## src/include/atari_io_defines.svh

```systemverilog
// Sizing constants for the sector buffer, image slots and pointer emulation

`ifndef ATARI_IO_DEFINES_SVH
`define ATARI_IO_DEFINES_SVH

// ========================================
// Sector buffer
// ========================================

// One SD block per transfer
`define ATARI_IO_SECTOR_BYTES 512
`define ATARI_IO_BUF_AW 9

// ========================================
// Disk image slots
// ========================================

// D1 to D4, cart, XEX and boot image
`define ATARI_IO_SLOTS 7

// ========================================
// Pointer emulation
// ========================================

// Largest delta taken from a single mouse packet
`define ATARI_IO_MOUSE_STEP 10

// Saturation bounds of the emulated analog axes
`define ATARI_IO_AXIS_MIN (-128)
`define ATARI_IO_AXIS_MAX 127

`endif

```

## src/logic/disk_pkg.sv

```systemverilog
// Disk bridge types: ZPU control and status, host buffer port, block requests, mount records

`include "atari_io_defines.svh"

package disk_pkg;

	// ========================================
	// ZPU side
	// ========================================

	// Strobes and selects coming out of the ZPU registers
	typedef struct packed {
		logic       lba_sel;
		logic       block_rd;
		logic       block_wr;
		logic [2:0] drive;
		logic       io_wr;
		logic       data_wr;
		logic       data_rd;
	} zpu_ctrl_t;

	// Status byte polled by the firmware, io_done sits in bit 0
	typedef struct packed {
		logic       readonly;
		logic [1:0] filetype;
		logic [2:0] fileno;
		logic       mounted;
		logic       io_done;
	} zpu_status_t;

	// ========================================
	// Host side
	// ========================================

	// Byte access from the SD block service into the sector buffer
	typedef struct packed {
		logic [`ATARI_IO_BUF_AW-1:0] addr;
		logic [7:0]                  wdata;
		logic                        we;
	} host_buf_t;

	// One request bit per slot, all slots share the LBA
	typedef struct packed {
		logic [`ATARI_IO_SLOTS-1:0] rd;
		logic [`ATARI_IO_SLOTS-1:0] wr;
		logic [31:0]                lba;
	} blk_req_t;

	typedef struct packed {
		logic [`ATARI_IO_SLOTS-1:0] mounted;
		logic                       readonly;
		logic [1:0]                 image_type;
		logic [31:0]                size;
	} mount_evt_t;

	// Latest mount as seen by the firmware
	typedef struct packed {
		logic [2:0]  fileno;
		logic [1:0]  filetype;
		logic        readonly;
		logic        toggle;
		logic [31:0] filesize;
	} mount_info_t;

endpackage

```

## src/logic/image_mount_tracker.sv

```systemverilog
// Image mount tracker: latches slot, type, read-only flag and size of each new mount

`timescale 1ns/1ns

`include "atari_io_defines.svh"

module image_mount_tracker
	import disk_pkg::*;
(
	input  logic        clk_sys,
	input  logic        areset,
	input  mount_evt_t  evt_i,
	output mount_info_t info_o
);

	mount_evt_t evt_q;
	logic any_q, any_q2;
	logic mount_rise;

	// Highest mounted slot wins when several bits are up
	function automatic logic [2:0] top_slot(input logic [`ATARI_IO_SLOTS-1:0] slots);
		logic [2:0] idx;
		idx = '0;
		for (int i = 0; i < `ATARI_IO_SLOTS; i++) begin
			if (slots[i]) begin
				idx = 3'(i);
			end
		end
		return idx;
	endfunction

	always_ff @(posedge clk_sys) begin
		evt_q <= evt_i;
	end

	always_ff @(posedge clk_sys) begin
		if (areset) begin
			any_q  <= 1'b0;
			any_q2 <= 1'b0;
		end else begin
			any_q  <= |evt_i.mounted;
			any_q2 <= any_q;
		end
	end

	assign mount_rise = any_q & ~any_q2;

	always_ff @(posedge clk_sys) begin
		if (areset) begin
			info_o <= '0;
		end else if (mount_rise) begin
			info_o.fileno   <= top_slot(evt_q.mounted);
			info_o.filetype <= evt_q.image_type;
			// Cart and XEX slots are never written back
			info_o.readonly <= evt_q.readonly | evt_q.mounted[4] | evt_q.mounted[5];
			info_o.toggle   <= ~info_o.toggle;
			info_o.filesize <= evt_q.size;
		end
	end

endmodule

```

## config.mk

```make
export PLATFORM = sky130hd
export DESIGN_NAME = image_mount_tracker
export DESIGN_NICKNAME = d
export VERILOG_FILES = /design/src/logic/disk_pkg.sv /design/src/logic/image_mount_tracker.sv
export VERILOG_INCLUDE_DIRS = /design/src /design/src/include
export SDC_FILE = /design/constraint.sdc
export NUM_CORES = 1
export LEC_CHECK = 0
export ABC_AREA = 1
export BUFFER_PORTS_ARGS = -buffer_cell sky130_fd_sc_hd__buf_2
export CORE_MARGIN = 2
export CORE_UTILIZATION = 43
export DETAILED_ROUTE_END_ITERATION = 6
export PLACE_DENSITY = 0.79
export SETUP_SLACK_MARGIN = 0.05
export SLEW_MARGIN = 30
export SYNTH_ARGS = -nofsm -noshare
export SYNTH_HDL_FRONTEND = slang
export SYNTH_SLANG_ARGS = --single-unit
```

## constraint.sdc

```tcl
create_clock -name clk_sys -period 1.19 [get_ports clk_sys]
set_clock_uncertainty 0.2 [all_clocks]
set_input_delay 0.119 -clock clk_sys [delete_from_list [all_inputs] [get_ports clk_sys]]
set_output_delay 0.119 -clock clk_sys [all_outputs]
set_load 0.01 [all_outputs]
```

==> results_dict.tcl, run 1 <==
set metrics [dict create \
    port_buffers 82 \
    cts-root-buf "clkbuf_8" \
    grt_pass1_vias 1917 \
    powerDensity_mw_per_mm2 1470 \
    outcome "complete, but fails checks" \
    synthSimpleGateAreaFrac_pct 14.1 \
    clockBufferDepth 2 \
    clock.fmax_mhz 810 \
    synthTopCellsByArea "dfxtp_1 71%, nor2_1 12%, o21ai_0 6.7%" \
    via_per_inst 4.43 \
    synthAdderAreaFrac_pct 0 \
    drive_above_1_share_pct 43.8 \
    critPathMaxFanout 19 \
    hpwl_um 2970 \
    min_period_over_period_pct 104 \
    startpoint "any_q" \
    crit_path_max_incr_delay_ps 330 \
    cts_hold_buffers 41 \
    synth_top_family_by_area "simple AND/OR/NAND/NOR gates" \
    final_area_mm2 0.00373 \
    drtIter0Drc 51 \
    grt_usage_pct 18.8 \
    fin_ws_ps -45.0 \
    avgSynthCellArea_um2 10.1 \
    critPathSlowestCell "dfxtp_2" \
    hold_violations 3 \
    dieWidth_um 77.3 \
    power_uw 5490 \
    yosys_warnings 0 \
    drc 0 \
    grt_start_max_net_pins 39 \
    htreeDepth 3 \
    vias 1941 \
    clk_pin_slew_ps 80 \
    num_rows 26 \
    critPathKind "flop to flop" \
    numClockSinks 82 \
    ant_nets 0 \
    worstSetupEndpointType "flop" \
    report.final.slew_viol_count 0 \
    crit_arrival_ps 1300 \
    synth_compound_area_share_pct 9.79 \
    fp.coreArea_mm2 0.00514 \
    cap_violations 0 \
    nNetsFinal 407 \
    cts_buffers 9 \
    chipHeight_um 77.3 \
    fin_crit_ps 1230 \
    fin_hold_ws_ps -214 \
    finalSetupTns_ps -84.3 \
    yosysTopAreaCellShare_pct 71.0 \
    synth.distinct_cells 16 \
    min-delay-start "areset" \
    ir_drop_mv 1.05 \
    placedInstanceArea_mm2 0.00279 \
    synth_nets 273 \
    fill_cells 384 \
    start_util_pct 45.0 \
    hp-class "input port to flop" \
    rsz0062_at_grt "yes" \
    wl_per_cell_um 12.6 \
    final_common_cell "nor2_1" \
    gp_congestion 0.720 \
    post-place-ws_ps -19.3 \
    netlist_instances 229 \
    final_cell_mix "69 x nor2_1, 46 x buf_2, 43 x dfxtp_1" \
    p_leak_uw 0.00171 \
    synth_top_area_cell "dfxtp_1" \
    io_pins 83 \
    r2r-start "any_q" \
    violations "hold timing, setup timing" \
    grt_overflow_total 0 \
    worstSkewPairLatency_ps 340 \
    grt_pass1_wl_um 8710 \
    antennaDiodeCount 0 \
    cts_tree "built" \
    die_area_mm2 0.00598 \
    worst_slew_pin_slew_ps 168 \
    muxShareOfSynthArea_pct 0 \
    dr.pass1.iters 4 \
    routed_wl_um 5540 \
    setup_violations 3 \
    antenna_found_initial 0 \
    yosysSeqAreaShare_pct 71.0 \
    area_growth_pct 61.5 \
    yosys.area_share.xor_xnor_pct 0 \
    setup.worst_path.start_class "flop" \
    relSlewSlack_pct 88.7 \
    ys_ff_latch 82 \
    netlist_area_mm2 0.00231 \
    required_ps 1260 \
    crit_chain "inv_2 > nor2_4 > inv_2 > buf_12 > nor2_4 > nand2_1 > a21oi_1" \
]
-- Yosys cell counts --
library cell and count:
buf_4 2, nor3_1 2, nor2_1 72, a31oi_1 1, buf_2 3, o21ai_1 8
buf_6 4, o21ai_0 31, inv_2 2, nor2_4 2, a21oi_1 5, dfxtp_1 82
clkbuf_2 2, inv_1 6, clkbuf_1 1, nand2_1 6
-- repair_timing --
item / in CTS / in global routing
setup buffers: 0 / 5
hold endpoints to repair: 44 / 3
cloned: 0 / 1
endpoints found under the setup margin: 67 / 78
gates resized for setup: 36 / 57
-- worst paths after layout --
| kind | endpoint | slack [ps] | depth (start not counted) |
|---|---|---|---|
| setup reg to reg | info_o[36] | -40 | 7 |
| hold / removal | any_q2 | -210 | 2 |
| hold reg to reg | info_o[30] | 260 | 2 |
| setup / recovery | info_o[36] | -40 | 7 |
-- report_power, final --
group | internal (µW) | total [µW] | switching, µW
Clock | 761 | 1730 | 965
Combinational | 425 | 718 | 294
Sequential | 2940 | 3040 | 98.9
Total | 4130 | 5490 | 1360
-- routing by layer --
layer | track usage [%] | routed length, µm | up-vias
met2 | 32.6 | 2930 | 73
met5 | 0 | 0 | -
li1 | - | - | 992
met3 | 7.67 | 293 | 2
met4 | 5.36 | 19 | 0
met1 | 21.3 | 2300 | 874
-- stage by stage --
stage | utilization [%] | hold slack, ps | cells
after CTS | 67.0 | -234 | 432
after detailed placement | 54.3 | 22.6 | 375
after global routing | 72.6 | -244 | 438
final | 72.6 | -214 | 438
after floorplan | - | -53.3 | 229
after global placement | 54.3 | 21.3 | 375
-- kinds of logic after synthesis --
kind of cell           count (synthesis)
AND/OR/NAND/NOR                       82
AO/OA/AOI/OAI                         45
flip-flops                            82
buffers and inverters                 20
-- critical path, delay by kind of cell, from the launching register on --
kind / cells / cell delay [ps]
flip-flops: 1 / 330
AND/OR/NAND/NOR: 3 / 270
buffers and inverters: 3 / 260
AO/OA/AOI/OAI: 1 / 110
-- final cells by class --
cell class | instances | area [µm²] | share of cell area, %
clock buffers | 10 | 128 | 3.42
clock inverters | 6 | 42.5 | 1.14
inverters | 8 | 30.0 | 0.804
multi-input cells | 127 | 583 | 15.6
flip-flops and latches | 82 | 1690 | 45.3
well taps | 70 | 87.6 | 2.35
repair buffers | 135 | 1170 | 31.4
-- flip-flops by register name (all words and copies together) (netlist names) --
signal	count
any_q	1
evt_q	41
any_q2	1
info_o	39
Note: power is estimated with default switching activity, not from simulation.
==> inputs of run 2 (changes only) <==
- BUFFER_PORTS_ARGS: -buffer_cell sky130_fd_sc_hd__buf_2 -> -buffer_cell sky130_fd_sc_hd__buf_4
==> run 2 against run 1 <==
The flow finishes with violations (setup timing). Wire length rose by 0.58%. Final area increased by 1.3%. Count of clock-buffer cells in the layout up 4. Worst hold slack improved by 270 ps. Flip-flop and latch count stayed put. Critical path depth decreased by 1. Utilization increased by 0.92 points. Sequential share of layout area fell by 0.97 points. Cell count up 0.91%. Critical endpoint is now info_o[2].
==> results_dict.tcl, run 2 (synthesized netlist as in run 1, its figures left out) <==
set metrics [dict create \
    worstSetupEndpointType "flop" \
    port_buffers 82 \
    fin_crit_ps 1260 \
    setup_violations 15 \
    gp_congestion 0.730 \
    antennaDiodeCount 0 \
    hold_violations 0 \
    start_util_pct 45.0 \
    grt_overflow_total 0 \
    clockBufferDepth 2 \
    chipHeight_um 77.3 \
    drc 0 \
    cts_buffers 9 \
    powerDensity_mw_per_mm2 1470 \
    largest-register "evt_q" \
    hpwl_um 3130 \
    grt_pass1_vias 1875 \
    num_rows 26 \
    p_leak_uw 0.00175 \
    crit_chain "inv_2 > nor2_4 > buf_4 > buf_12 > o21ai_0 > nor2_1" \
    largest_reg_flops 41 \
    die_area_mm2 0.00598 \
    fill_cells 368 \
    dieWidth_um 77.3 \
    htreeDepth 3 \
    outcome "complete, but fails checks" \
    grt_start_max_net_pins 24 \
    top_regs "evt_q (41), info_o (39)" \
    area_growth_pct 63.5 \
    vias 1951 \
    crit_family "buffers and inverters" \
    wl_per_cell_um 12.6 \
    hp-class "input port to flop" \
    grt_pass1_wl_um 8550 \
    fin_hold_ws_ps 54.8 \
    drive_above_1_share_pct 40.6 \
    fin_ws_ps -65.1 \
    setup.worst_path.start_class "flop" \
    relSlewSlack_pct 88.0 \
    cts_tree "built" \
    grt_usage_pct 18.3 \
    clock.fmax_mhz 797 \
    worst_slew_pin_slew_ps 177 \
    io_pins 83 \
    ant_nets 0 \
    final_common_cell "buf_4" \
    critPathKind "flop to flop" \
    required_ps 1200 \
    ir_drop_mv 1.14 \
    clk_pin_slew_ps 70 \
    crit_arrival_ps 1270 \
    crit_buf_inv 3 \
    antenna_found_initial 0 \
    violations "setup timing" \
    dr.pass1.iters 4 \
    drtIter0Drc 54 \
    nNetsFinal 411 \
    numClockSinks 82 \
    final_cell_mix "87 x buf_4, 63 x nor2_1, 55 x dfxtp_1" \
    worstSkewPairLatency_ps 320 \
    fin_util_pct 73.6 \
    cts-root-buf "clkbuf_8" \
    crit_path_max_incr_delay_ps 320 \
    routed_wl_um 5570 \
    report.final.slew_viol_count 0 \
    cap_violations 0 \
    fp.coreArea_mm2 0.00514 \
    critPathSlowestCell "dfxtp_2" \
    via_per_inst 4.41 \
    critPathMaxFanout 15 \
    min_period_over_period_pct 105 \
    rsz0062_at_grt "yes" \
]
[run 2: cell count changes in the layout (fill, tap and decap cells not counted), moves of 4 or more]
cell	previous run	this run
o21ai_1	19	23
dfxtp_1	43	55
nor2_2	3	8
dfxtp_2	39	27
buf_2	46	0
o21ai_2	5	0
nor2_1	69	63
buf_4	7	87
buf_6	39	4
[run 2: per-stage QoR]
step	cell area [µm²]	setup WS, ps	cells	TNS, ps	power, µW
4_1_cts	3610	-20.4	435	-41.4	5520
5_1_grt	3780	-112	442	-1880	5840
2_1_floorplan	2310	35.8	229	0	3300
6_report	3780	-65.1	442	-351	5560
3_5_place_dp	3020	-2.16	378	-2.16	3620
3_3_place_gp	3020	39.5	378	0	3610
[run 2: where the power goes]
part	internal (µW)	switching, µW	total, µW
sequential	2940	85.7	3020
combinational	434	304	738
clock	926	877	1800
total	4300	1270	5560
[run 2: path summary, 6_finish.rpt]
kind                                 from         end  slack [ps]  cells after the start
worst min-delay path               areset  info_o[26]          50                      5
worst min register to register  evt_q[33]  info_o[35]         260                      2
worst max register to register      any_q   info_o[2]         -70                      6
worst max-delay path                any_q   info_o[2]         -70                      6
[run 2: worst min-delay path, delay by kind of cell]
family | cells | cell delay (ps)
AO/OA/AOI/OAI | 1 | 70
buffers and inverters | 3 | 310
AND/OR/NAND/NOR | 1 | 40
[run 2: what timing repair did]
action	4_1_cts	5_1_grt
pin swaps	0	1
endpoints found under the setup margin	34	68
hold buffers	41	2
hold endpoints to repair	44	3
cloned	0	0
gates resized for setup	1	52
setup buffers	0	5
[run 2: per-layer routing]
| layer | vias to the layer above | part of all wire (%) | global-route usage (%) |
|---|---|---|---|
| met5 | - | 0 | 0 |
| met4 | 0 | 0.72 | 8.04 |
| met1 | 893 | 41 | 21.0 |
| li1 | 998 | - | - |
| met3 | 4 | 4.1 | 3.84 |
| met2 | 56 | 54 | 32.6 |
[run 2: area by class of cell]
type                            instances  area, µm²  area share [%]
Inverter                                8       32.5           0.860
Multi-Input combinational cell        127        584            15.5
Tap cell                               70       87.6            2.32
Sequential cell                        82       1680            44.3
Timing Repair Buffer                  139       1220            32.2
Clock buffer                           14        173            4.57
Clock inverter                          2       10.0           0.265
==> inputs of run 3 (changes only) <==
- CORE_MARGIN: 2 -> unset
==> run 3 against run 2 <==
Cell count is 2.0% lower. Non-clock buffer count fell by 6. Critical path type unchanged. Highest routed layer unchanged. Die area fell by 5.1%. Largest cell class unchanged. Critical endpoint is now info_o[32]. The run still ends with setup timing left. Clock power is 7% lower.
==> results_dict.tcl, run 3 (synthesized netlist as in run 1, its figures left out) <==
set metrics [dict create \
    hpwl_um 2880 \
    required_ps 1210 \
    drtIter0Drc 58 \
    setup.worst_path.start_class "flop" \
    via_per_inst 4.52 \
    grt_overflow_total 0 \
    gp_congestion 0.724 \
    cap_violations 0 \
    antenna_found_initial 0 \
    grt_pass1_vias 1840 \
    hold_violations 0 \
    num_rows 26 \
    cts_buffers 9 \
    hold_depth 5 \
    powerDensity_mw_per_mm2 1430 \
    finalSetupTns_ps -58.5 \
    worstSkewPairLatency_ps 330 \
    clockBufferDepth 2 \
    numClockSinks 82 \
    min_period_over_period_pct 102 \
    crit_arrival_ps 1230 \
    largest-register "evt_q" \
    fin_crit_ps 1210 \
    worst_r2r_endpoint "info_o[32]" \
    clk_pin_slew_ps 70 \
    vias 1958 \
    relSlewSlack_pct 86.2 \
    final_common_cell "buf_4" \
    p_leak_uw 0.00172 \
    antennaDiodeCount 0 \
    htreeDepth 3 \
    fp.coreArea_mm2 0.00514 \
    grt_pass1_wl_um 7860 \
    startpoint "any_q" \
    port_buffers 82 \
    outcome "complete, but fails checks" \
    cts-root-buf "clkbuf_8" \
    drive_above_1_share_pct 46.0 \
    r2r_setup_slack_ps -20 \
    ir_drop_mv 0.982 \
    fin_cells 433 \
    power_uw 5470 \
    worstSetupEndpointType "flop" \
    grt_usage_pct 19.1 \
    crit_end "info_o[32]" \
    critPathKind "flop to flop" \
    routed_wl_um 5490 \
    dieWidth_um 75.3 \
    fin_hold_ws_ps 64.3 \
    nNetsFinal 405 \
    grt_start_max_net_pins 39 \
    final_cell_mix "62 x buf_4, 48 x nor2_1, 47 x dfxtp_1" \
    critPathMaxFanout 7 \
    area_growth_pct 65.7 \
    rsz0062_at_grt "yes" \
    dr.pass1.iters 4 \
    post-place-ws_ps -19.1 \
    ant_nets 0 \
    violations "setup timing" \
    wl_per_cell_um 12.7 \
    largest_reg_flops 41 \
    die_area_mm2 0.00567 \
    top_regs "evt_q (41), info_o (39)" \
    cts_tree "built" \
    r2r_cells 6 \
    start_util_pct 45.0 \
    report.final.slew_viol_count 0 \
    chipHeight_um 75.3 \
    clock.fmax_mhz 827 \
    dp.cells 376 \
    setup_violations 8 \
    hp-class "input port to flop" \
    worst_slew_pin_slew_ps 204 \
    io_pins 83 \
    r2r-start "any_q" \
    drc 0 \
    fin_ws_ps -19.5 \
]
run 3: cell count changes in the layout (fill, tap and decap cells not counted), sizes merged:
cell / change
clkinv: -2
clkbuf: -1
buf: -6
run 3: how the worst min path moves through the flow:
| stage | startpoint | to |
|---|---|---|
| finish | areset | info_o[1] |
| CTS | areset | info_o[20] |
| global route | areset | info_o[1] |
| detailed placement | evt_i[4] | evt_q[4] |
| global placement | evt_i[3] | evt_q[3] |
| floorplan | evt_i[0] | evt_q[0] |
run 3: final cells by class:
class | count | area, µm²
fillers | 380 | 1310
clock buffers | 13 | 159
inverters | 8 | 32.5
multi-input cells | 127 | 631
repair buffers | 133 | 1240
flip-flops and latches | 82 | 1690
well taps | 70 | 87.6
run 3: worst max-delay path, cell delays in order, from the launching register on:
cell	delay, ps
dfxtp_2	320
inv_2	40
nor2_4	140
inv_4	80
buf_6	150
o21ai_1	120
a21oi_1	50
run 3: per-layer routing:
layer / routed length [µm] / global-route usage [%] / vias to the layer above
li1: - / - / 986
met1: 2200 / 20.8 / 897
met2: 2980 / 33.9 / 67
met3: 221 / 4.23 / 8
met4: 87 / 11.1 / 0
met5: 0 / 0 / -
run 3: repair_timing:
| item | 4_1_cts | 5_1_grt |
|---|---|---|
| endpoints found under the hold margin | 44 | 0 |
| setup buffers | 0 | 1 |
| setup endpoints to repair | 44 | 72 |
| pin swaps | 1 | 2 |
| resized for setup | 11 | 85 |
| hold buffers | 43 | 0 |
run 3: metrics by stage:
stage | area (µm²) | util [%]
final | 3830 | 74.6
after global routing | 3830 | 74.6
after CTS | 3600 | 70.0
after detailed placement | 2990 | 58.2
after global placement | 2990 | 58.2
after floorplan | 2310 | -
run 3: where the power goes:
group	total, µW	internal [µW]	switching [µW]	leakage [µW]
logic	751	447	304	0.000942
registers	3040	2940	100	0.000697
clock network	1670	840	832	0.0000815
