### src/include/atari_io_defines.svh
// Sizing constants for the sector buffer, image slots and pointer emulation

`ifndef ATARI_IO_DEFINES_SVH
`define ATARI_IO_DEFINES_SVH

// ========================================
// Sector buffer
// ========================================

// One SD block per transfer
`define ATARI_IO_SECTOR_BYTES 512
`define ATARI_IO_BUF_AW 9

// ========================================
// Disk image slots
// ========================================

// D1 to D4, cart, XEX and boot image
`define ATARI_IO_SLOTS 7

// ========================================
// Pointer emulation
// ========================================

// Largest delta taken from a single mouse packet
`define ATARI_IO_MOUSE_STEP 10

// Saturation bounds of the emulated analog axes
`define ATARI_IO_AXIS_MIN (-128)
`define ATARI_IO_AXIS_MAX 127

`endif

### src/logic/input_pkg.sv
// Input types: PS/2 mouse packet, analog axis pair and emulated pointer output

package input_pkg;

	// Host PS/2 mouse word, strobe toggles once per packet
	typedef struct packed {
		logic       strobe;
		logic [6:0] dy;
		logic       spare_dy;
		logic [6:0] dx;
		logic       spare_dx;
		logic [1:0] spare_ovf;
		logic       sign_y;
		logic       sign_x;
		logic [1:0] spare_btn;
		logic [1:0] buttons;
	} mouse_pkt_t;

	// x in the low byte like the host analog word
	typedef struct packed {
		logic signed [7:0] y;
		logic signed [7:0] x;
	} axis_pair_t;

	// What the Atari core sees on port 1
	typedef struct packed {
		axis_pair_t  axes;
		logic [13:0] joy;
	} pointer_t;

endpackage

### src/logic/pointer_emulator.sv
// Pointer emulator: PS/2 mouse deltas accumulated into saturated analog joystick axes

`timescale 1ns/1ns

`include "atari_io_defines.svh"

module pointer_emulator
	import input_pkg::*;
(
	input  logic        clk_sys,
	input  logic        areset,
	input  mouse_pkt_t  mouse_i,
	input  axis_pair_t  analog_i,
	input  logic [13:0] joy_i,
	input  logic        invert_y_i,
	input  logic        cpu_halt_i,
	output pointer_t    pointer_o
);

	localparam logic signed [8:0] STEP_MAX = 9'(`ATARI_IO_MOUSE_STEP);
	localparam logic signed [8:0] AXIS_MIN = 9'(`ATARI_IO_AXIS_MIN);
	localparam logic signed [8:0] AXIS_MAX = 9'(`ATARI_IO_AXIS_MAX);

	mouse_pkt_t pkt_q;
	logic stb_q, stb_q2;
	logic emu;
	logic signed [7:0] mx, my;
	logic signed [8:0] step_x, step_y, next_x, next_y;

	// Sign-extend a 7-bit delta and limit it to one step
	function automatic logic signed [8:0] clamp_step(input logic sign, input logic [6:0] mag);
		logic signed [8:0] d;
		d = {sign, sign, mag};
		if (d > STEP_MAX) begin
			d = STEP_MAX;
		end else if (d < -STEP_MAX) begin
			d = -STEP_MAX;
		end
		return d;
	endfunction

	function automatic logic signed [7:0] saturate(input logic signed [8:0] v);
		logic signed [8:0] r;
		r = v;
		if (v < AXIS_MIN) begin
			r = AXIS_MIN;
		end else if (v > AXIS_MAX) begin
			r = AXIS_MAX;
		end
		return r[7:0];
	endfunction

	always_ff @(posedge clk_sys) begin
		pkt_q <= mouse_i;
	end

	assign step_x = clamp_step(pkt_q.sign_x, pkt_q.dx);
	assign step_y = clamp_step(pkt_q.sign_y, pkt_q.dy);
	assign next_x = 9'(mx) + step_x;
	assign next_y = invert_y_i ? (9'(my) - step_y) : (9'(my) + step_y);

	always_ff @(posedge clk_sys) begin
		if (areset) begin
			stb_q  <= 1'b0;
			stb_q2 <= 1'b0;
			emu    <= 1'b0;
			mx     <= '0;
			my     <= '0;
		end else begin
			stb_q  <= mouse_i.strobe;
			stb_q2 <= stb_q;
			if (stb_q != stb_q2) begin
				emu <= 1'b1;
				mx  <= saturate(next_x);
				my  <= saturate(next_y);
			end
			// A real stick or a halted CPU takes the port back
			if (analog_i != '0 || cpu_halt_i) begin
				emu <= 1'b0;
				mx  <= '0;
				my  <= '0;
			end
		end
	end

	assign pointer_o.axes = emu ? '{y: my, x: mx} : analog_i;
	assign pointer_o.joy  = {joy_i[13:9], emu ? pkt_q.buttons : joy_i[8:7], joy_i[6:0]};

endmodule

### config.mk
export PLATFORM = sky130hd
export DESIGN_NAME = pointer_emulator
export DESIGN_NICKNAME = d
export VERILOG_FILES = /design/src/logic/input_pkg.sv /design/src/logic/pointer_emulator.sv
export VERILOG_INCLUDE_DIRS = /design/src /design/src/include
export SDC_FILE = /design/constraint.sdc
export NUM_CORES = 1
export LEC_CHECK = 0
export ABC_AREA = 1
export BUFFER_PORTS_ARGS = -buffer_cell sky130_fd_sc_hd__buf_4
export CORE_AREA = 2 2 93 95
export DETAILED_ROUTE_END_ITERATION = 10
export DIE_AREA = 0 0 95 97
export GPL_TIMING_DRIVEN = 0
export PLACE_DENSITY = 0.59
export SETUP_SLACK_MARGIN = 0.4
export SYNTH_ARGS = -nofsm -noshare
export SYNTH_HDL_FRONTEND = slang
export SYNTH_SLANG_ARGS = --single-unit
export TNS_END_PERCENT = 30
### constraint.sdc
create_clock -name clk_sys -period 5.9 [get_ports clk_sys]
set_clock_uncertainty 0.2 [all_clocks]
set_input_delay 0.885 -clock clk_sys [delete_from_list [all_inputs] [get_ports clk_sys]]
set_output_delay 0.885 -clock clk_sys [all_outputs]
set_load 0.005 [all_outputs]
==> summary.md, run 1 <==
| Metric | Value |
|---|---|
| Hold_ws | `0.252 ns` |
| Worst-Margin Slew | `0.462 ns` |
| CP max FO | `7` |
| Largest area contributor in the netlist | `dfxtp_1` |
| Gate Count Post-Synth | `375` |
| Io pins | `89` |
| Initial antenna violation count | `0` |
| IO buf count | `69` |
| Post-layout util | `40.9%` |
| Min-delay worst type | `reg -> reg` |
| Pwr Density | `186 mW/mm²` |
| Clk pin slew, worst setup/hold paths | `0.07 ns` |
| Vias post-DR | `2,509` |
| Clock power share | `34.8%` |
| Antenna Cells | `0` |
| CTS Hold Bufs | `0` |
| Drt first pass iters | `4` |
| Worst R2R End | `my[6]` |
| DP Area | `0.00322 mm²` |
| Share of layout cells above drive strength 1 | `24.4%` |
| Synth cell types | `36` |
| DIE WIDTH | `95 µm` |
| Worst EP arrival | `4.04 ns` |
| Worst-Skew Late Latency | `0.29 ns` |
| Leak | `1.67 nW` |
| Synth warn | `0` |
| Final setup fails | `0` |
| Reg2Reg Launch Point | `pkt_q[21]` |
| Seq cells post-synth | `37` |
| Die area | `0.00922 mm²` |
| Slew margin rel. | `68.9%` |
| Post-Syn Area | `0.00257 mm²` |
| Clock root buffer | `clkbuf_8` |
| Core area | `0.00813 mm²` |
| Drt wl/cell | `11.4 µm` |
| Setup ws final | `1.83 ns` |
| Final nets | `531` |
| Maximum VDD drop | `0.102 mV` |
| Main area contributors after synthesis | `dfxtp_1 (29%), nand2_1 (14%), ha_1 (9.2%)` |
| DP Cell Count | `549` |
| First-pass GRT wire length | `10,600 µm` |
| Final instance area | `0.00333 mm²` |
| CTS HTree Levels | `2` |
| Combinational share of power | `23.2%` |
| Crit path required time | `5.86 ns` |
| Slew Viols, Final | `0` |
| Final setup TNS | `0 ns` |
| Fillcell total | `845` |
| Gr usage total | `14.4%` |
| Number of global-route vias before repair | `2,405` |
| NetSw | `0.170 mW` |
| Period minus WS final | `4.07 ns` |
| RD Place Congestion | `0.831` |
| Hold path cells | `2` |
| Num CTS Buffers | `5` |
| Finished Layout Cells | `556` |
| Fin crit share | `69.0%` |
| Max Cap Viol | `0` |
| Syn Area/Cell | `6.86 µm²` |
| CTS tree | `yes` |
| Yosys top cell area share | `28.8%` |
| Number of DRC markers in iteration 0 | `130` |
| WL final | `6330 µm` |
| Reg2Reg Setup Slack | `1.83 ns` |
| Die H | `97 µm` |
| Max Root-Sink Buffers | `2` |
| Worst Hold Endpoint | `stb_q2` |
| Seq/Total Area, Yosys | `28.8%` |
| Clock sink count | `37` |
| Startpoint types | `flip-flop` |
| Syn Nets | `455` |
| Power Internal | `0.449 mW` |
| HPWL after DPL | `5240 µm` |
| Crit end category | `flip-flop` |
| Vias per cell | `4.51` |
| Fmax | `246 MHz` |
| R2R depth | `20` |
| DRC | `0` |
| Post-route antenna net violation count | `0` |
| Crit Path Category | `reg -> reg` |
| CTS resizes | `0` |
| RSZ-0062 raised after global routing | `false` |
| Final hold violations | `0` |
| Pin count of the biggest net entering global routing | `12` |
| Total Power | `0.620 mW` |
| Post-CTS Setup Bufs | `0` |
| Flop pwr share | `42.0%` |
| Outcome | `finished clean` |
| Min-delay src | `stb_q` |
| Initial Utilization | `31.6%` |
| Switch share | `27.5%` |
| Synthesis-to-finish area growth | `29.3%` |
| Grt ovf | `0` |
| Post-Place Worst Slack | `1.86 ns` |
| Std cell rows | `33` |
[sequential cells by signal, indices dropped and copies added, names as in the netlist]
register  cells
pkt_q        18
stb_q2        1
my            8
stb_q         1
emu           1
mx            8
[power by group through the flow]
stage	sequential, mW	combinational, mW	clock, mW
6_report	0.260	0.144	0.215
2_1_floorplan	0.265	0.0913	0
5_1_grt	0.261	0.165	0.230
3_5_place_dp	0.266	0.144	0
4_1_cts	0.260	0.145	0.221
3_3_place_gp	0.266	0.142	0
[layout by cell type, fill, tap and decap left out, types with 3 or more instances in the layout]
cell / n
a21oi_1: 38
buf_4: 81
clkbuf_1: 5
clkbuf_8: 5
dfxtp_1: 37
ha_1: 19
inv_1: 54
inv_2: 3
nand2_1: 95
nand2_2: 5
nand3_1: 12
nand4_1: 5
nor2_1: 17
nor2_2: 3
nor3_1: 3
nor4_1: 3
o211ai_1: 3
o21ai_0: 21
xnor2_1: 5
xor2_1: 13
[critical path: stages, from the launching register on]
cell,delay (ns)
dfxtp_1,0.36
nand3_1,0.09
or3_1,0.35
ha_1,0.38
o21ai_0,0.30
nand3_1,0.15
nor3_1,0.22
or2_2,0.18
xor2_1,0.17
inv_1,0.07
ha_1,0.34
a21oi_1,0.15
o21ai_0,0.09
a31oi_1,0.29
inv_1,0.12
nand3_1,0.10
nand3_1,0.07
nand2_1,0.08
clkinv_2,0.10
nand2_1,0.07
a21oi_1,0.06
[synth_stat cells]
cell type / n
nand2_1: 95
inv_1: 54
a21oi_1: 38
dfxtp_1: 37
o21ai_0: 21
ha_1: 19
nor2_1: 17
xor2_1: 13
buf_4: 12
nand3_1: 12
clkbuf_1: 5
nand2_2: 5
nand4_1: 5
xnor2_1: 5
inv_2: 3
nor2_2: 3
nor3_1: 3
nor4_1: 3
o211ai_1: 3
a31oi_1: 2
fa_1: 2
nand3_2: 2
o21bai_1: 2
or2_2: 2
a22oi_2: 1
buf_1: 1
clkinv_1: 1
clkinv_2: 1
nand2_4: 1
nand3b_2: 1
nor2_4: 1
nor3_2: 1
o2111ai_1: 1
o21ai_1: 1
o21bai_2: 1
or3_1: 1
[area by class of cell]
type	count	area, µm²	share of cell area [%]
inverter	59	223	6.70
buffer	18	113	3.39
clock inverter	2	35.0	1.05
tap	105	131	3.95
multi-input combinational	261	1500	45.0
clock buffer	5	68.8	2.07
sequential	37	741	22.3
timing repair buffer	69	518	15.6
[metal layers]
metal / vias up / wire [µm] / track usage (%)
li1: 1345 / - / -
met1: 1080 / 3020 / 19.3
met2: 78 / 2790 / 23.3
met3: 6 / 420 / 2.49
met4: 0 / 95 / 4.68
met5: - / 0 / 0
[cells by family (layout without fill, tap and decap cells)]
kind of cell             after synthesis  in the layout  synth area share (%)
flip-flops                            37             37                  28.8
AND/OR/NAND/NOR                      152            152                  26.4
adder cells (fa/ha/maj)               21             21                  10.8
AO/OA/AOI/OAI                         70             70                  14.9
XOR/XNOR                              18             18                  6.13
buffers and inverters                 77            153                  13.0
[worst max-delay path by stage]
| stage | from | endpoint | slack [ns] | cells after the start |
|---|---|---|---|---|
| 4_1_cts | pkt_q[21] | my[6] | 1.77 | 20 |
| 6_report | pkt_q[21] | my[6] | 1.83 | 20 |
| 2_1_floorplan | pkt_q[23] | my[4] | 2.31 | 22 |
| 3_3_place_gp | pkt_q[23] | my[4] | 1.92 | 18 |
| 5_1_grt | pkt_q[23] | my[1] | 1.39 | 19 |
| 3_5_place_dp | pkt_q[23] | my[6] | 1.86 | 22 |
Power figures use the tool's default switching activity.
==> inputs of run 2 (changes only) <==
- PLACE_DENSITY: 0.59 -> 0.61
- clock period: 5.9 -> 3.4 ns (I/O delays scaled with it)
==> run 2 against run 1 <==
The run now ends with negative setup slack left. First-iteration DRC count shrank 10%. Global-route usage grew 0.35 points. Sequential cell count is the same. Register-to-register slack lost 1.9 ns. Power grew 76%. Largest power group unchanged. Via count grew 4.8%.
==> summary.md, run 2 (synthesis results as in run 1) <==
| Metric | Value |
|---|---|
| Outcome | `finished with violations` |
| Failing checks | `negative setup slack` |
| Post-Place Worst Slack | `-0.170 ns` |
| DIE WIDTH | `95 µm` |
| WL final | `6740 µm` |
| Period minus WS final | `3.47 ns` |
| Pin count of the biggest net entering global routing | `12` |
| DP Cell Count | `549` |
| DP Area | `0.00341 mm²` |
| RD Place Congestion | `0.847` |
| Critical-path top delay cell | `or3_4` |
| CTS Hold Bufs | `0` |
| Number of global-route vias before repair | `2,501` |
| Commonest non-fill, non-tap cell in the layout | `buf_4` |
| CP max FO | `7` |
| CTS tree | `yes` |
| Max Cap Viol | `0` |
| Fin crit share | `102%` |
| Worst EP arrival | `3.43 ns` |
| Vias post-DR | `2,630` |
| Final hold violations | `0` |
| Slew margin rel. | `64.9%` |
| Drt wl/cell | `11.8 µm` |
| Reg with most FFs | `pkt_q` |
| Worst R2R End | `my[5]` |
| Gr usage total | `14.8%` |
| Reg2Reg Launch Point | `pkt_q[18]` |
| Worst-Skew Late Latency | `0.29 ns` |
| Die H | `97 µm` |
| Crit end category | `flip-flop` |
| Flop pwr share | `41.4%` |
| Combinational share of power | `29.1%` |
| Die area | `0.00922 mm²` |
| Fmax | `288 MHz` |
| HPWL after DPL | `5260 µm` |
| Startpoint types | `flip-flop` |
| Vias per cell | `4.61` |
| Initial antenna violation count | `0` |
| CP delay by family, top | `simple AND/OR/NAND/NOR gates` |
| Max Root-Sink Buffers | `2` |
| RSZ-0062 raised after global routing | `true` |
| Clock sink count | `37` |
| Synthesis-to-finish area growth | `45.6%` |
| Pwr Density | `292 mW/mm²` |
| Crit path required time | `3.36 ns` |
| Final setup TNS | `-0.358 ns` |
| Crit-path cells | `a21oi_2 > or3_4 > ha_4 > nor3_4 > buf_6 > ha_4 > nand2_4 > o21ai_1 > xor2_1 > inv_1 > ha_4 > a21oi_1 > o211ai_1 > xnor2_1 > nand3b_4 > nand2_1 > nand2_1 > a21oi_1` |
| Setup ws final | `-0.0663 ns` |
| Crit-path most repeated cell | `ha_4` |
| CP bufs+invs | `2` |
| Power Internal | `0.764 mW` |
| Leak | `1.78 nW` |
| Worst Setup EP | `my[5]` |
| Post-route antenna net violation count | `0` |
| CTS HTree Levels | `2` |
| Number of DRC markers in iteration 0 | `117` |
| Finished Layout Cells | `570` |
| Slew Viols, Final | `0` |
| Fillcell total | `819` |
| Final setup fails | `7` |
| IO buf count | `69` |
| Clk pin slew, worst setup/hold paths | `0.08 ns` |
| Std cell rows | `33` |
| Final instance area | `0.00375 mm²` |
| Top flop regs | `pkt_q x18, mx x8, my x8` |
| Num CTS Buffers | `5` |
| Grt ovf | `0` |
| Share of layout cells above drive strength 1 | `39.1%` |
| Drt first pass iters | `4` |
| Clock power share | `29.5%` |
| CP peak stage delay | `0.37 ns` |
| Critical Path Stages | `18` |
| Total Power | `1.09 mW` |
| Initial Utilization | `31.6%` |
| Io pins | `89` |
| Maximum VDD drop | `0.159 mV` |
| DRC | `0` |
| NetSw | `0.328 mW` |
| First-pass GRT wire length | `10,900 µm` |
| Antenna Cells | `0` |
| Clock root buffer | `clkbuf_8` |
| Min-delay worst type | `in -> reg` |
| Most frequent cells in the layout | `buf_4 (94), nand2_1 (88), inv_1 (46)` |
| Reg2Reg Setup Slack | `-0.07 ns` |
| Switch share | `30.0%` |
| R2R depth | `18` |
| Crit Path Category | `reg -> reg` |
| Worst-Margin Slew | `0.522 ns` |
| Max reg flops | `18` |
| Core area | `0.00813 mm²` |
| Final nets | `545` |
| Worst Setup SP | `pkt_q[18]` |
[run 2: power groups by stage]
stage | logic, mW | registers, mW | clock network (mW)
after global placement | 0.275 | 0.463 | 0
after detailed placement | 0.281 | 0.463 | 0
final | 0.318 | 0.452 | 0.322
after floorplan | 0.187 | 0.462 | 0
after global routing | 0.353 | 0.453 | 0.348
after CTS | 0.301 | 0.451 | 0.331
[run 2: timing repair]
action	CTS	global route
pin swaps	25	19
endpoints found under the setup margin	16	16
setup buffers	9	5
resized for setup	24	18
[run 2: per-layer routing]
| layer | track usage (%) | wire length (µm) | part of all wire (%) | up-vias |
|---|---|---|---|---|
| met4 | 5.46 | 158 | 2.3 | 0 |
| met5 | 0 | 0 | 0 | - |
| met2 | 23.9 | 3000 | 45 | 81 |
| met3 | 2.49 | 379 | 5.6 | 12 |
| met1 | 19.5 | 3200 | 47 | 1162 |
| li1 | - | - | - | 1375 |
[run 2: worst register-to-register path, cell delays in order, from the launching register on]
cell and delay, ns:
dfxtp_4 0.35, a21oi_2 0.05, or3_4 0.37, ha_4 0.30, nor3_4 0.17, buf_6 0.14, ha_4 0.15, nand2_4 0.06
o21ai_1 0.17, xor2_1 0.15, inv_1 0.08, ha_4 0.29, a21oi_1 0.06, o211ai_1 0.23, xnor2_1 0.18, nand3b_4 0.21
nand2_1 0.06, nand2_1 0.05, a21oi_1 0.06
[run 2: stage by stage]
step / hold WS (ns) / util, %
2_1_floorplan: 0.221 / -
3_3_place_gp: 0.232 / 41.9
3_5_place_dp: 0.245 / 41.9
4_1_cts: 0.107 / 44.7
5_1_grt: 0.0947 / 46.1
6_report: 0.112 / 46.1
[run 2: layout make-up]
type	instances	area [µm²]	area share, %
repair buffers	83	627	16.7
clock buffers	6	82.6	2.20
well taps	105	131	3.51
clock inverters	1	7.51	0.200
flip-flops and latches	37	756	20.2
plain buffers	18	113	3.01
inverters	59	229	6.11
multi-input cells	261	1800	48.1
[run 2: worst min path at each step]
stage / depth (start not counted) / startpoint / endpoint / slack [ns]
2_1_floorplan: 2 / stb_q / stb_q2 / 0.22
3_3_place_gp: 2 / stb_q / stb_q2 / 0.23
3_5_place_dp: 2 / stb_q / stb_q2 / 0.25
4_1_cts: 1 / mouse_i[19] / pkt_q[19] / 0.11
5_1_grt: 1 / mouse_i[20] / pkt_q[20] / 0.09
6_report: 1 / mouse_i[20] / pkt_q[20] / 0.11
==> inputs of run 3 (changes only) <==
--- a/config.mk
+++ b/config.mk
@@ -13,4 +13,6 @@
 export DIE_AREA = 0 0 95 97
+export GPL_ROUTABILITY_DRIVEN = 0
 export GPL_TIMING_DRIVEN = 0
 export PLACE_DENSITY = 0.61
+export REMOVE_ABC_BUFFERS = 1
 export SETUP_SLACK_MARGIN = 0.4
--- a/constraint.sdc
+++ b/constraint.sdc
@@ -4,2 +4,2 @@
 set_output_delay 0.51 -clock clk_sys [all_outputs]
-set_load 0.005 [all_outputs]
+set_load 0.01 [all_outputs]
==> run 3 against run 2 <==
The flow still finishes with violations (negative setup slack). Maximum frequency fell by 4.3%. Global-route usage rose by 0.38 points. Via count fell by 2.2%. Core utilization fell by 2.6 points. Sequential share of layout area rose by 1.2 points. Clock-buffer cell count did not move. Register-to-register slack got worse by 0.16 ns. Power fell by 0.69%. Cell area fell by 5.5%. Die area did not move.
==> summary.md, run 3 (synthesis results as in run 1) <==
| Metric | Value |
|---|---|
| HPWL after DPL | `5080 µm` |
| Switch share | `30.6%` |
| Final setup TNS | `-1.49 ns` |
| Post-Place Worst Slack | `-0.655 ns` |
| Reg with most FFs | `pkt_q` |
| Final hold violations | `0` |
| Core area | `0.00813 mm²` |
| Num CTS Buffers | `5` |
| Worst-Skew Late Latency | `0.29 ns` |
| NetSw | `0.332 mW` |
| IO buf count | `58` |
| Finished Layout Cells | `544` |
| Period minus WS final | `3.62 ns` |
| Number of DRC markers in iteration 0 | `123` |
| Outcome | `finished with violations` |
| Grt ovf | `0` |
| R2R depth | `19` |
| Combinational share of power | `28.0%` |
| Clock power share | `30.3%` |
| Worst EP arrival | `3.58 ns` |
| Antenna Cells | `0` |
| RSZ-0062 raised after global routing | `true` |
| Crit-path cells | `nand3_2 > or3_4 > ha_4 > nor3_4 > ha_4 > buf_6 > nor2_4 > xnor2_1 > inv_1 > ha_4 > a21oi_2 > nand2_1 > nand4_1 > o211ai_1 > xnor2_1 > nand3b_4 > nand2_1 > nand2_2 > a21oi_1` |
| Fillcell total | `815` |
| Most frequent cells in the layout | `nand2_1 (88), buf_4 (72), inv_1 (48)` |
| Vias post-DR | `2,573` |
| Die H | `97 µm` |
| CP peak stage delay | `0.40 ns` |
| Hold path cells | `1` |
| Failing checks | `negative setup slack` |
| Vias per cell | `4.73` |
| WL final | `7090 µm` |
| Final instance area | `0.00354 mm²` |
| Clk pin slew, worst setup/hold paths | `0.08 ns` |
| Initial Utilization | `31.6%` |
| Leak | `1.67 nW` |
| Crit end category | `flip-flop` |
| Slew Viols, Final | `0` |
| Power Internal | `0.753 mW` |
| Pin count of the biggest net entering global routing | `29` |
| Critical-path top delay cell | `or3_4` |
| Hold_ws | `0.112 ns` |
| DIE WIDTH | `95 µm` |
| Crit Path Category | `reg -> reg` |
| Std cell rows | `33` |
| Share of layout cells above drive strength 1 | `35.8%` |
| Maximum VDD drop | `0.113 mV` |
| Max Root-Sink Buffers | `2` |
| Max Cap Viol | `0` |
| Drt first pass iters | `4` |
| CP max FO | `7` |
| Setup ws final | `-0.222 ns` |
| Post-route antenna net violation count | `0` |
| Min-delay worst type | `in -> reg` |
| Synthesis-to-finish area growth | `37.5%` |
| Fmax | `276 MHz` |
| Post-layout util | `43.5%` |
| Startpoint types | `flip-flop` |
| Clock sink count | `37` |
| CTS HTree Levels | `2` |
| Crit-path most repeated cell | `ha_4` |
| DRC | `0` |
| CTS Hold Bufs | `0` |
| Fin crit share | `107%` |
| Pwr Density | `307 mW/mm²` |
| Final nets | `518` |
| DP Cell Count | `520` |
| Gr usage total | `15.1%` |
| Slew margin rel. | `62.1%` |
| Commonest non-fill, non-tap cell in the layout | `nand2_1` |
| Initial antenna violation count | `0` |
| Io pins | `89` |
| Final setup fails | `8` |
| Total Power | `1.08 mW` |
| DP Area | `0.00303 mm²` |
| First-pass GRT wire length | `11,200 µm` |
| Max reg flops | `18` |
| Worst-Margin Slew | `0.568 ns` |
| Number of global-route vias before repair | `2,498` |
| Drt wl/cell | `13.0 µm` |
| Crit path required time | `3.35 ns` |
| Flop pwr share | `41.7%` |
| Die area | `0.00922 mm²` |
| Top flop regs | `pkt_q x18, mx x8, my x8` |
| Clock root buffer | `clkbuf_8` |
| CTS tree | `yes` |
-- run 3: cell types whose count changed in the layout (fill, tap and decap cells not counted), sizes merged --
cell / before / now
buf: 96 / 74
clkbuf: 11 / 6
clkinv: 1 / 3
clkinvlp: 1 / 0
-- run 3: final cells by class --
cell class | count | area [µm²] | area share, %
Clock inverter | 2 | 13.8 | 0.389
Clock buffer | 6 | 82.6 | 2.33
Sequential cell | 37 | 757 | 21.4
Inverter | 59 | 229 | 6.47
Tap cell | 105 | 131 | 3.71
Multi-Input combinational cell | 261 | 1760 | 49.8
Timing Repair Buffer | 74 | 563 | 15.9
-- run 3: power by group through the flow --
stage / registers, mW / clock network [mW] / logic, mW
finish: 0.452 / 0.329 / 0.304
global route: 0.454 / 0.358 / 0.335
CTS: 0.451 / 0.338 / 0.275
detailed placement: 0.462 / 0 / 0.233
global placement: 0.462 / 0 / 0.229
floorplan: 0.460 / 0 / 0.150
-- run 3: worst paths after layout --
check | from | endpoint | slack [ns]
worst max-delay path | pkt_q[23] | my[4] | -0.22
worst min-delay path | mouse_i[5] | pkt_q[5] | 0.11
worst max register to register | pkt_q[23] | my[4] | -0.22
worst min register to register | stb_q | stb_q2 | 0.26
-- run 3: critical path, delay by kind of cell, from the launching register on --
| kind | cells | cell delay [ns] |
|---|---|---|
| AND/OR/NAND/NOR | 9 | 1.36 |
| XOR/XNOR | 2 | 0.37 |
| adder cells (fa/ha/maj) | 3 | 0.73 |
| buffers and inverters | 2 | 0.19 |
| AO/OA/AOI/OAI | 3 | 0.28 |
| flip-flops | 1 | 0.34 |
-- run 3: layer usage --
metal	vias to the layer above	global-route usage, %	share of wire, %
met1	1171	19.5	45
met5	-	1.79	0
met3	8	3.82	6.4
met2	73	24.2	47
li1	1321	-	-
met4	0	5.13	1.3
-- run 3: timing repair --
action                     in CTS  in global routing
resized for setup              52                 25
pin swaps                      35                 28
setup endpoints to repair      15                 21
setup buffers                   8                  8
